[config.mk]
export PLATFORM = sky130hd
export DESIGN_NAME = bouncy_ball_top
export DESIGN_NICKNAME = d
export VERILOG_FILES = /design/src/common/pong_pkg.sv /design/src/common/object_pos_if.sv /design/src/hw/ball_motion.sv /design/src/hw/bouncy_ball_top.sv /design/src/hw/frame_sequencer.sv /design/src/hw/paddle_motion.sv /design/src/hw/pixel_writer.sv
export SDC_FILE = /design/constraint.sdc
export NUM_CORES = 1
export LEC_CHECK = 0
export ABC_CLOCK_PERIOD_IN_PS = 4270
export BUFFER_PORTS_ARGS = -buffer_cell sky130_fd_sc_hd__buf_2
export CORE_AREA = 2 2 92 116
export DETAILED_ROUTE_END_ITERATION = 8
export DIE_AREA = 0 0 94 118
export GPL_TIMING_DRIVEN = 0
export PLACE_DENSITY = 0.78
export SLEW_MARGIN = 10
export SYNTH_ARGS = -nofsm -noshare
export SYNTH_HDL_FRONTEND = slang
export SYNTH_SLANG_ARGS = --single-unit
[constraint.sdc]
create_clock -name clk -period 4.27 [get_ports clk]
set_input_delay 0.427 -clock clk [delete_from_list [all_inputs] [get_ports clk]]
set_output_delay 0.427 -clock clk [all_outputs]
set_load 0.02 [all_outputs]
[src/common/pong_pkg.sv]
package pong_pkg;

    // Screen coordinate, shared by x and y
    typedef logic [7:0] coord_t;

    // One bit per channel, R G B
    typedef logic [2:0] colour_t;

    localparam colour_t COLOUR_BG     = 3'd0;
    localparam colour_t COLOUR_BALL   = 3'd7;
    localparam colour_t COLOUR_PADDLE = 3'd3;

    // Ball sprite is a 4x4 cell with the corners left out
    localparam int BALL_SIZE   = 4;
    localparam int BALL_PIXELS = 12;

    localparam int PADDLE_ROWS = 2;

    // Object currently being drawn
    typedef enum logic [1:0] {
        PH_NONE,
        PH_CLEAR,
        PH_BALL,
        PH_PADDLE
    } draw_phase_t;

    // Diagonal directions, clockwise from up-right
    typedef enum logic [1:0] {
        DIR_UP_RIGHT   = 2'd0,
        DIR_DOWN_RIGHT = 2'd1,
        DIR_DOWN_LEFT  = 2'd2,
        DIR_UP_LEFT    = 2'd3
    } ball_dir_t;

    typedef enum logic [2:0] {
        S_INIT,
        S_CLEAR,
        S_BALL,
        S_PADDLE,
        S_WAIT,
        S_UPDATE
    } seq_state_t;

endpackage

[src/common/object_pos_if.sv]
`timescale 1ns/1ns

interface object_pos_if import pong_pkg::*; ();

    // Strobes from the frame sequencer
    logic   init;
    logic   update;

    // Object positions, top-left corner of each object
    coord_t ball_x;
    coord_t ball_y;
    coord_t paddle_x;

    modport seq (output init, output update);

    modport ball (input init, input update, output ball_x, output ball_y);

    modport paddle (input init, input update, output paddle_x);

    modport writer (input ball_x, input ball_y, input paddle_x);

endinterface

[src/hw/ball_motion.sv]
`timescale 1ns/1ns

module ball_motion import pong_pkg::*; #(
    parameter int SCREEN_W = 160,
    parameter int SCREEN_H = 120
) (
    input  logic       clk,
    input  logic       resetn,
    object_pos_if.ball pos
);

    // Rightmost and lowest top-left corner, lowest keeps clear of the paddle rows
    localparam coord_t X_MAX = coord_t'(SCREEN_W - BALL_SIZE);
    localparam coord_t Y_MAX = coord_t'(SCREEN_H - BALL_SIZE - PADDLE_ROWS);

    ball_dir_t dir;
    ball_dir_t dir_next;
    logic      go_right;
    logic      go_down;
    coord_t    x_next;
    coord_t    y_next;

    // Reflect first, then step in the reflected direction
    always_comb begin
        go_right = (dir == DIR_UP_RIGHT) || (dir == DIR_DOWN_RIGHT);
        go_down  = (dir == DIR_DOWN_RIGHT) || (dir == DIR_DOWN_LEFT);

        if (pos.ball_x == 8'd0 && !go_right) begin
            go_right = 1'b1;
        end else if (pos.ball_x == X_MAX && go_right) begin
            go_right = 1'b0;
        end

        if (pos.ball_y == 8'd0 && !go_down) begin
            go_down = 1'b1;
        end else if (pos.ball_y == Y_MAX && go_down) begin
            go_down = 1'b0;
        end

        case ({go_down, go_right})
            2'b01:   dir_next = DIR_UP_RIGHT;
            2'b11:   dir_next = DIR_DOWN_RIGHT;
            2'b10:   dir_next = DIR_DOWN_LEFT;
            default: dir_next = DIR_UP_LEFT;
        endcase

        x_next = go_right ? pos.ball_x + 8'd1 : pos.ball_x - 8'd1;
        y_next = go_down  ? pos.ball_y + 8'd1 : pos.ball_y - 8'd1;
    end

    always_ff @(posedge clk) begin
        if (!resetn || pos.init) begin
            pos.ball_x <= '0;
            pos.ball_y <= '0;
            dir        <= DIR_DOWN_RIGHT;
        end else if (pos.update) begin
            pos.ball_x <= x_next;
            pos.ball_y <= y_next;
            dir        <= dir_next;
        end
    end

endmodule

[src/hw/bouncy_ball_top.sv]
`timescale 1ns/1ns

module bouncy_ball_top import pong_pkg::*; #(
    parameter int SCREEN_W    = 160,
    parameter int SCREEN_H    = 120,
    parameter int PADDLE_W    = 18,
    parameter int WAIT_CYCLES = 12500000
) (
    input  logic    clk,
    input  logic    resetn,
    input  logic    move_left,
    input  logic    move_right,
    output logic    plot,
    output coord_t  pix_x,
    output coord_t  pix_y,
    output colour_t colour
);

    draw_phase_t phase;
    coord_t      col;
    coord_t      row;

    object_pos_if u_pos_if ();

    frame_sequencer #(
        .SCREEN_W    (SCREEN_W),
        .SCREEN_H    (SCREEN_H),
        .PADDLE_W    (PADDLE_W),
        .WAIT_CYCLES (WAIT_CYCLES)
    ) u_frame_sequencer (
        .clk    (clk),
        .resetn (resetn),
        .pos    (u_pos_if.seq),
        .phase  (phase),
        .col    (col),
        .row    (row)
    );

    ball_motion #(
        .SCREEN_W (SCREEN_W),
        .SCREEN_H (SCREEN_H)
    ) u_ball_motion (
        .clk    (clk),
        .resetn (resetn),
        .pos    (u_pos_if.ball)
    );

    paddle_motion #(
        .SCREEN_W (SCREEN_W),
        .PADDLE_W (PADDLE_W)
    ) u_paddle_motion (
        .clk        (clk),
        .resetn     (resetn),
        .move_left  (move_left),
        .move_right (move_right),
        .pos        (u_pos_if.paddle)
    );

    pixel_writer #(
        .SCREEN_H (SCREEN_H)
    ) u_pixel_writer (
        .clk    (clk),
        .resetn (resetn),
        .phase  (phase),
        .col    (col),
        .row    (row),
        .pos    (u_pos_if.writer),
        .plot   (plot),
        .pix_x  (pix_x),
        .pix_y  (pix_y),
        .colour (colour)
    );

endmodule

[src/hw/frame_sequencer.sv]
`timescale 1ns/1ns

module frame_sequencer import pong_pkg::*; #(
    parameter int SCREEN_W    = 160,
    parameter int SCREEN_H    = 120,
    parameter int PADDLE_W    = 18,
    parameter int WAIT_CYCLES = 12500000
) (
    input  logic        clk,
    input  logic        resetn,
    object_pos_if.seq   pos,
    output draw_phase_t phase,
    output coord_t      col,
    output coord_t      row
);

    // Column counter doubles as the wait counter, so it may be wider than a coordinate
    localparam int CNT_W = (WAIT_CYCLES > 256) ? $clog2(WAIT_CYCLES) : 8;

    localparam logic [CNT_W-1:0] CLEAR_COL_LAST  = CNT_W'(SCREEN_W - 1);
    localparam logic [CNT_W-1:0] BALL_COL_LAST   = CNT_W'(BALL_PIXELS - 1);
    localparam logic [CNT_W-1:0] PADDLE_COL_LAST = CNT_W'(PADDLE_W - 1);
    localparam logic [CNT_W-1:0] WAIT_LAST       = CNT_W'(WAIT_CYCLES - 1);
    localparam coord_t           CLEAR_ROW_LAST  = coord_t'(SCREEN_H - 1);
    localparam coord_t           PADDLE_ROW_LAST = coord_t'(PADDLE_ROWS - 1);

    seq_state_t       state;
    logic [CNT_W-1:0] col_cnt;
    coord_t           row_cnt;

    // Each drawing state exits on its last count, counters come back at zero
    always_ff @(posedge clk) begin
        if (!resetn) begin
            state   <= S_INIT;
            col_cnt <= '0;
            row_cnt <= '0;
        end else begin
            case (state)
                S_INIT: begin
                    state   <= S_CLEAR;
                    col_cnt <= '0;
                    row_cnt <= '0;
                end
                S_CLEAR: begin
                    if (col_cnt == CLEAR_COL_LAST) begin
                        col_cnt <= '0;
                        if (row_cnt == CLEAR_ROW_LAST) begin
                            row_cnt <= '0;
                            state   <= S_BALL;
                        end else begin
                            row_cnt <= row_cnt + 8'd1;
                        end
                    end else begin
                        col_cnt <= col_cnt + 1'b1;
                    end
                end
                S_BALL: begin
                    if (col_cnt == BALL_COL_LAST) begin
                        col_cnt <= '0;
                        state   <= S_PADDLE;
                    end else begin
                        col_cnt <= col_cnt + 1'b1;
                    end
                end
                S_PADDLE: begin
                    if (col_cnt == PADDLE_COL_LAST) begin
                        col_cnt <= '0;
                        if (row_cnt == PADDLE_ROW_LAST) begin
                            row_cnt <= '0;
                            state   <= S_WAIT;
                        end else begin
                            row_cnt <= row_cnt + 8'd1;
                        end
                    end else begin
                        col_cnt <= col_cnt + 1'b1;
                    end
                end
                S_WAIT: begin
                    if (col_cnt == WAIT_LAST) begin
                        col_cnt <= '0;
                        state   <= S_UPDATE;
                    end else begin
                        col_cnt <= col_cnt + 1'b1;
                    end
                end
                S_UPDATE: begin
                    // Positions move here, next frame starts right after
                    state <= S_CLEAR;
                end
                default: begin
                    state <= S_INIT;
                end
            endcase
        end
    end

    always_comb begin
        case (state)
            S_CLEAR:  phase = PH_CLEAR;
            S_BALL:   phase = PH_BALL;
            S_PADDLE: phase = PH_PADDLE;
            default:  phase = PH_NONE;
        endcase
    end

    assign pos.init   = (state == S_INIT);
    assign pos.update = (state == S_UPDATE);

    assign col = col_cnt[7:0];
    assign row = row_cnt;

endmodule

[src/hw/paddle_motion.sv]
`timescale 1ns/1ns

module paddle_motion import pong_pkg::*; #(
    parameter int SCREEN_W = 160,
    parameter int PADDLE_W = 18
) (
    input  logic         clk,
    input  logic         resetn,
    input  logic         move_left,
    input  logic         move_right,
    object_pos_if.paddle pos
);

    localparam coord_t X_MAX = coord_t'(SCREEN_W - PADDLE_W);

    // One pixel per frame, left key has priority
    always_ff @(posedge clk) begin
        if (!resetn || pos.init) begin
            pos.paddle_x <= '0;
        end else if (pos.update) begin
            if (move_left && pos.paddle_x != 8'd0) begin
                pos.paddle_x <= pos.paddle_x - 8'd1;
            end else if (move_right && pos.paddle_x != X_MAX) begin
                pos.paddle_x <= pos.paddle_x + 8'd1;
            end
        end
    end

endmodule

[src/hw/pixel_writer.sv]
`timescale 1ns/1ns

module pixel_writer import pong_pkg::*; #(
    parameter int SCREEN_H = 120
) (
    input  logic         clk,
    input  logic         resetn,
    input  draw_phase_t  phase,
    input  coord_t       col,
    input  coord_t       row,
    object_pos_if.writer pos,
    output logic         plot,
    output coord_t       pix_x,
    output coord_t       pix_y,
    output colour_t      colour
);

    localparam coord_t Y_BOTTOM = coord_t'(SCREEN_H - 1);

    logic [1:0] off_x;
    logic [1:0] off_y;
    logic       plot_d;
    coord_t     x_d;
    coord_t     y_d;
    colour_t    colour_d;

    // Sprite index to cell offset, row-major, corners skipped
    always_comb begin
        case (col[3:0])
            4'd0:    {off_y, off_x} = {2'd0, 2'd1};
            4'd1:    {off_y, off_x} = {2'd0, 2'd2};
            4'd2:    {off_y, off_x} = {2'd1, 2'd0};
            4'd3:    {off_y, off_x} = {2'd1, 2'd1};
            4'd4:    {off_y, off_x} = {2'd1, 2'd2};
            4'd5:    {off_y, off_x} = {2'd1, 2'd3};
            4'd6:    {off_y, off_x} = {2'd2, 2'd0};
            4'd7:    {off_y, off_x} = {2'd2, 2'd1};
            4'd8:    {off_y, off_x} = {2'd2, 2'd2};
            4'd9:    {off_y, off_x} = {2'd2, 2'd3};
            4'd10:   {off_y, off_x} = {2'd3, 2'd1};
            default: {off_y, off_x} = {2'd3, 2'd2};
        endcase
    end

    always_comb begin
        plot_d   = 1'b1;
        x_d      = col;
        y_d      = row;
        colour_d = COLOUR_BG;
        case (phase)
            PH_CLEAR: begin
                colour_d = COLOUR_BG;
            end
            PH_BALL: begin
                x_d      = pos.ball_x + coord_t'(off_x);
                y_d      = pos.ball_y + coord_t'(off_y);
                colour_d = COLOUR_BALL;
            end
            PH_PADDLE: begin
                // Row 0 is the bottom line of the screen
                x_d      = pos.paddle_x + col;
                y_d      = Y_BOTTOM - row;
                colour_d = COLOUR_PADDLE;
            end
            default: begin
                plot_d = 1'b0;
            end
        endcase
    end

    always_ff @(posedge clk) begin
        if (!resetn) begin
            plot <= 1'b0;
        end else begin
            plot <= plot_d;
        end
    end

    always_ff @(posedge clk) begin
        pix_x  <= x_d;
        pix_y  <= y_d;
        colour <= colour_d;
    end

endmodule
## Word-level counts from Yosys, hierarchy flattened

Memories as Yosys holds them, arrays and structs flattened. A register that Yosys moved wholly into a read port is not among the register bits.
Cells that the tools add are included.

| operators by class | value |
|---|---|
| add/subtract/negate cells | 12 |
| eq/ne operators | 28 |
| reduce and logical (&&, ||, !) cells | 25 |
| muxes and demuxes | 33 |

Operator list:

| kind | number |
|---|---|
| 24-bit case mux with 5 select lines | 1 |
| 24-bit two-way mux | 4 |
| 8-bit two-way mux | 8 |
| 8-bit by 1-bit adder with 8-bit output (second input constant) | 4 |
| 8-bit case mux with 2 select lines | 2 |
| 24-bit by 1-bit adder with 24-bit output (second input constant) | 1 |
| 24-bit equality test (second input constant) | 1 |
| 24-bit by 4-bit equality test with 1-bit output (second input constant) | 1 |
| 24-bit by 5-bit equality test with 1-bit output (second input constant) | 1 |
| 24-bit by 8-bit equality test with 1-bit output (second input constant) | 1 |
| 8-bit case mux with 3 select lines | 1 |
| 8-bit by 1-bit subtractor with 8-bit output (second input constant) | 3 |
| 3-bit two-way mux | 6 |
| 8-bit by 2-bit adder with 8-bit output | 2 |
| 8-bit by 7-bit equality test with 1-bit output (second input constant) | 2 |
| 8-bit zero test | 2 |
| 3-bit case mux with 5 select lines | 1 |
| 2-bit by 1-bit inequality test with 1-bit output (second input constant) | 6 |
| 2-bit case mux with 3 select lines | 2 |
| 2-bit equality test (second input constant) | 5 |
| 8-bit adder | 1 |
| 8-bit by 1-bit equality test with 1-bit output (second input constant) | 1 |
| 8-bit equality test (second input constant) | 1 |
| 4-bit two-way mux | 2 |
| 22 further kinds | 39 |

| storage, ports and cells | value |
|---|---|
| bits of input ports | 4 |
| bits in read-only memories | 64 |
| memories kept | 1 |
| output and inout port bits | 20 |
| word-level logic and storage cells | 110 |
| register bits | 81 |

Memory list:

| memory | words | bits a word | rd ports | clocked after Yosys merged registers in | wr ports | RTL line | RTL |
|---|---|---|---|---|---|---|---|
| (no name shown) | 16 | 4 | 1 | 1 | 0 | pixel_writer.sv:29 | `case (col[3:0])` |

## Depth between registers and ports, before layout

| logic depth | value |
|---|---|
| depth after elaboration | 7 |
| gate-level depth with buffers | 14 |
| depth with buffers taken out | 14 |

## By module

A second synthesis with hierarchy kept.

| unflattened totals | value |
|---|---|
| cells, all modules | 685 |
| area, all modules | 5,561.6 um2 |

Modules (own cells, without submodules):

| module | cells each | area each (um2) | instances |
|---|---|---|---|
| frame_sequencer | 252 | 2,030.7 | 1 |
| pixel_writer | 188 | 1,519.0 | 1 |
| ball_motion | 173 | 1,355.0 | 1 |
| paddle_motion | 72 | 656.9 | 1 |

## Least setup slack after synthesis

No wires, ideal clock.

| timing | value |
|---|---|
| path kind | register to register |
| start | reg u_ball_motion.pos.ball_y[0] |
| end | reg u_ball_motion.pos.ball_y[7] |
| arrival | 3,065 ps |
| buffers on the path | 0 |
| data required time | 4,140 ps |
| path slack | 1,075 ps |
| setup time | 130 ps |
| cell stages (with the launch flop) | 13 |
| cell sequence | dfxtp_1 or4_1 o21ai_0 nand2_1 o21ai_0 ha_1 a21o_1 a21oi_1 o21ai_0 a2111oi_0 nor4_1 o21ai_0 o31ai_1 |

| on the way | value |
|---|---|
| cells in the longest elaborated chain, start to end | 5 |
| elaborated cells on any way between the ends | 9 |
| classes of those cells | 2 x add/sub; 1 x eq/ne; 3 x mux; 3 x reduce/logical |

RTL lines:

| item | RTL line | RTL |
|---|---|---|
| start, declared | object_pos_if.sv:16 | `modport ball (input init, input update, output ball_x, output ball_y);` |
| start signal, assigned | ball_motion.sv:58 | `pos.ball_y <= y_next;` |
| branches (longest 4 deep; another with 8-bit by 1-bit subtractor with 8-bit output) | - |  |
| 8-bit two-way mux * | ball_motion.sv:48 | `y_next = go_down ? pos.ball_y + 8'd1 : pos.ball_y - 8'd1;` |

Every way passes the cells marked *.
A chain may end at the register's enable or synchronous reset.

## Worst setup path in the final report

Same ends and word-level chain as after synthesis.

==> flow_metrics.env <==
export IMPL_finalHoldViolCount=0
export IMPL_cp_endpoint="u_ball_motion.pos.ball_y[7]"
export IMPL_synth_warnings=0
export IMPL_final_min_clock_period_ns=3.83
export IMPL_synthesis_area_sq_mm=0.00540
export IMPL_cellPowerDensity_mw_per_mm2=403
export IMPL_reg2reg_slack_ns=0.44
export IMPL_clockPowerShare=0.324
export IMPL_grt_pass1_vias=4843
export IMPL_post_synth_cell_area_avg_sq_um=8.09
export IMPL_tritoncts="done"
export IMPL_adder_and_majority_gate_portion_of_the_synthesized_area=0.124
export IMPL_detail_route_vias_per_cell=6.09
export IMPL_intPower_mw=1.56
export IMPL_max_slew_margin=0.459
export IMPL_grt_overflow_total=0
export IMPL_die_w_um=94
export IMPL_worst_path_max_delay_cell="sky130_fd_sc_hd__a2111oi_0"
export IMPL_cts_path_max_buffers=2
export IMPL_number_of_antenna_violations_at_the_first_check_in_global_routing=0
export IMPL_drt_first_pass_iters=5
export IMPL_asyncSetResetFlopFracSynth=0
export IMPL_power_switching_mw=0.846
export IMPL_use_met1=0.300
export IMPL_core_sq_mm=0.0100
export IMPL_grt_util_met3=0.0256
export IMPL_die_height_um=118
export IMPL_cts_setup_buffers=0
export IMPL_synth_distinct_cells=68
export IMPL_clock_sink_count=84
export IMPL_synthTopCellsByArea="sky130_fd_sc_hd__dfxtp_1, sky130_fd_sc_hd__ha_1, sky130_fd_sc_hd__a21oi_1"
export IMPL_totalNegativeSetupSlack_ns=0
export IMPL_dominant_combinational_cell_family_by_area_after_synthesis="simple AND/OR/NAND/NOR gates"
export IMPL_crit_top_cell="sky130_fd_sc_hd__o21ai_0"
export IMPL_maxSlewViolCount=0
export IMPL_muxShareOfSynthArea=0.0188
export IMPL_slew_of_the_pin_with_the_lowest_slew_margin_ns=0.790
export IMPL_synth_enable_flop_cells=0
export IMPL_post_synth_most_frequent_cells="sky130_fd_sc_hd__dfxtp_1, sky130_fd_sc_hd__nand2_1, sky130_fd_sc_hd__a21oi_1"
export IMPL_timing_rr_start="u_ball_motion.pos.ball_y[0]"
export IMPL_design_die_area_sq_mm=0.0111
export IMPL_finalNetCount=755
export IMPL_seq_area_frac_synth=0.311
export IMPL_drcViolationCount=0
export IMPL_unrepaired_setup_endpoints_after_global_routing="no"
export IMPL_cts_root_buffer_cell="sky130_fd_sc_hd__clkbuf_16"
export IMPL_synthDominantCellAreaShare=0.311
export IMPL_syn_to_final_growth_pct=10.5
export IMPL_insertion_delay_ns=0.34
export IMPL_synth_xor_area_share=0.0519
export IMPL_clkSlewWorstSetupHoldPaths_ns=0.06
export IMPL_share_comb_of_total_power=0.298
export IMPL_cp_slowest_stage_delay_ns=0.75
export IMPL_power_ir_vdd_worst_v=0.000219
export IMPL_finClkSkew_ns=0.00536
export IMPL_critical_path_class="reg2reg"
export IMPL_num_io_pins=24
export IMPL_synth_simple_area_share=0.242
export IMPL_r2r_cells=12
export IMPL_ctsResizeCount=0
export IMPL_startpoint_type="flip-flop"
export IMPL_crit_arrival_ns=4.05
export IMPL_seqCellArea_sq_mm=0.00168
export IMPL_complex_gate_fraction_of_the_synthesized_area=0.201
export IMPL_synth_fp_nets=721
export IMPL_rows=41
export IMPL_area_of_combinational_cells_with_multiple_inputs_sq_mm=0.00344
export IMPL_total_leakage_power_nw=2.46
export IMPL_vias=5078
export IMPL_grt_max_degree=14
export IMPL_dp_final_hpwl_um=10000
export IMPL_setup_viol=0
export IMPL_start_util=0.540
export IMPL_worstSetupEndpointType="flip-flop"
export IMPL_seq_power_share=0.378
export IMPL_critPathLaunch="u_ball_motion.pos.ball_y[0]"
export IMPL_synth_largest_area_cell="sky130_fd_sc_hd__dfxtp_1"
export IMPL_ant_nets=0
export IMPL_grt_pass1_wl_um=22600
export IMPL_status="complete, no violations"
export IMPL_max_cap_violations=0
export IMPL_postSynth_topFlopCell="sky130_fd_sc_hd__dfxtp_1"
export IMPL_place_gp_congestion=0.885
export IMPL_r2r_end="u_ball_motion.pos.ball_y[7]"
export IMPL_ys_seq_elements=84
export IMPL_place_port_buffers=23
export IMPL_min_delay_worst_type="in2reg"
export IMPL_netlist_instances=667
export IMPL_sw_frac_of_total=0.351
export IMPL_final_layout_size_suffix_gt1_frac=0.0936
export IMPL_ctsHtreeMaxLevel=3
export IMPL_tritoncts_num_buffers=9
export IMPL_post_synth_top_count_cell="sky130_fd_sc_hd__dfxtp_1"
export IMPL_drt_wl_total_um=13600
export IMPL_crit_path_cell_trace="or4_1, o21ai_0, nand2_1, o21ai_1, ha_1, a21o_1, a21oi_1, o21ai_0, a2111oi_0, nor4_1, o21ai_0, o31ai_1"
export IMPL_cp_required_ns=4.49
export IMPL_achievable_frequency_mhz=261
export IMPL_final_util=0.596
export IMPL_num_antenna_cells=0
export IMPL_overall_global_routing_resource_usage=0.253
export IMPL_grt_util_met2=0.442
export IMPL_timing_critical_path_fanout_max=10
export IMPL_drt_first_iter_violations=355
export IMPL_avgRoutedWirePerCell_um=16.4
export IMPL_fillCellCount=903
export IMPL_holdBufCountCts=0
export IMPL_gr_max_usage_layer="met2"
export IMPL_fin_crit_sh=0.898
## power by group through the flow
| stage | sequential, mW | combinational (mW) | clock, mW |
|---|---|---|---|
| 2_1_floorplan | 0.966 | 0.449 | 0 |
| 3_3_place_gp | 0.921 | 0.684 | 0 |
| 3_5_place_dp | 0.927 | 0.703 | 0 |
| 4_1_cts | 0.910 | 0.707 | 0.791 |
| 5_1_grt | 0.918 | 0.779 | 0.823 |
| 6_report | 0.911 | 0.717 | 0.779 |
## layout by cell type, fill, tap and decap left out, types with 3 or more instances in the layout
| master | Yosys | final |
|---|---|---|
| sky130_fd_sc_hd__a211oi_1 | 7 | 7 |
| sky130_fd_sc_hd__buf_2 | 5 | 28 |
| sky130_fd_sc_hd__buf_4 | 5 | 5 |
| sky130_fd_sc_hd__nor3b_1 | 4 | 4 |
| sky130_fd_sc_hd__a2111oi_0 | 3 | 3 |
| sky130_fd_sc_hd__nor3_1 | 20 | 20 |
| sky130_fd_sc_hd__or3_1 | 7 | 7 |
| sky130_fd_sc_hd__o21ai_1 | 2 | 3 |
| sky130_fd_sc_hd__mux2i_1 | 9 | 9 |
| sky130_fd_sc_hd__nand4_1 | 10 | 10 |
| sky130_fd_sc_hd__a21o_1 | 8 | 8 |
| sky130_fd_sc_hd__a31oi_1 | 3 | 3 |
| sky130_fd_sc_hd__nor2b_1 | 7 | 7 |
| sky130_fd_sc_hd__clkinv_2 | 0 | 3 |
| sky130_fd_sc_hd__dfxtp_1 | 84 | 84 |
| sky130_fd_sc_hd__xnor2_1 | 19 | 19 |
| sky130_fd_sc_hd__o21a_1 | 5 | 5 |
| sky130_fd_sc_hd__fa_1 | 6 | 6 |
| sky130_fd_sc_hd__o21ai_0 | 47 | 46 |
| sky130_fd_sc_hd__o211a_1 | 4 | 4 |
| sky130_fd_sc_hd__nand3b_1 | 8 | 8 |
| sky130_fd_sc_hd__a21oi_1 | 64 | 64 |
| sky130_fd_sc_hd__xor2_1 | 13 | 13 |
| sky130_fd_sc_hd__and2_1 | 5 | 5 |
| sky130_fd_sc_hd__nor4_1 | 8 | 8 |
| sky130_fd_sc_hd__clkbuf_16 | 0 | 9 |
| sky130_fd_sc_hd__or2_2 | 3 | 3 |
| sky130_fd_sc_hd__nand2b_1 | 7 | 7 |
| sky130_fd_sc_hd__a22oi_1 | 5 | 5 |
| sky130_fd_sc_hd__and3_1 | 14 | 14 |
| sky130_fd_sc_hd__inv_1 | 36 | 36 |
| sky130_fd_sc_hd__ha_1 | 44 | 44 |
| sky130_fd_sc_hd__nand3_1 | 22 | 22 |
| sky130_fd_sc_hd__clkbuf_1 | 18 | 18 |
| sky130_fd_sc_hd__nor2_1 | 54 | 54 |
| sky130_fd_sc_hd__or4_1 | 6 | 6 |
| sky130_fd_sc_hd__nand2_1 | 65 | 65 |
## cells by family after synthesis
kind of cell | after synthesis
adder cells (fa/ha/maj) | 50
AND/OR/NAND/NOR | 251
multiplexers | 10
XOR/XNOR | 32
flip-flops | 84
buffers and inverters | 66
AO/OA/AOI/OAI | 174
## state kept, by name, summed over array words and instances (netlist names)
| signal | cells |
|---|---|
| u_frame_sequencer.row | 8 |
| u_ball_motion.dir | 2 |
| u_ball_motion.pos.ball_y | 8 |
| u_frame_sequencer.col_cnt | 24 |
| u_pixel_writer.pix_y | 8 |
| u_paddle_motion.pos.paddle_x | 8 |
| u_frame_sequencer.state | 3 |
| u_pixel_writer.plot | 1 |
| u_ball_motion.pos.ball_x | 8 |
| u_pixel_writer.off_y | 2 |
| u_pixel_writer.pix_x | 8 |
| u_pixel_writer.colour | 2 |
| u_pixel_writer.off_x | 2 |
## worst max-delay path: cells and delay by family, from the launching register on
kind / cells / cell delay, ns
compound gates: 8 / 2.22
fa+ha+maj: 1 / 0.36
flops: 1 / 0.35
simple gates: 3 / 0.77
## layout make-up
class | instances | area share
buffer | 30 | 0.0231
clock buffer | 10 | 0.0401
clock inverter | 5 | 0.00881
inverter | 36 | 0.0226
multi-input combinational | 517 | 0.577
sequential | 84 | 0.282
tap | 129 | 0.0270
timing repair buffer | 23 | 0.0193
## worst min path at each step
stage | startpoint | to | cells after the start
floorplan | u_frame_sequencer.row[1] | u_pixel_writer.pix_y[1] | 2
global placement | u_ball_motion.dir[1] | u_ball_motion.dir[1] | 2
detailed placement | u_ball_motion.pos.ball_y[0] | u_ball_motion.pos.ball_y[0] | 2
CTS | resetn | u_frame_sequencer.col_cnt[20] | 3
global route | resetn | u_frame_sequencer.col_cnt[3] | 3
finish | resetn | u_frame_sequencer.col_cnt[20] | 3
## metal layers
| metal | vias up | wire (um) |
|---|---|---|
| met1 | 2410 | 5590 |
| met5 | - | 0 |
| met2 | 175 | 7000 |
| met4 | 0 | 465 |
| li1 | 2456 | - |
| met3 | 37 | 584 |
## per-stage QoR
step / hold WS (ns) / instances / setup WS (ns) / instance area (sq um) / power [mW]
2_1_floorplan: 0.465 / 667 / 1.07 / 5400 / 1.42
3_3_place_gp: 0.486 / 819 / 0.715 / 5680 / 1.61
3_5_place_dp: 0.504 / 819 / 0.469 / 5680 / 1.63
4_1_cts: 0.461 / 834 / 0.439 / 5970 / 2.41
5_1_grt: 0.515 / 834 / 0.0372 / 5970 / 2.52
6_report: 0.483 / 834 / 0.437 / 5970 / 2.41
No activity file was read; power rests on OpenSTA's default activity.
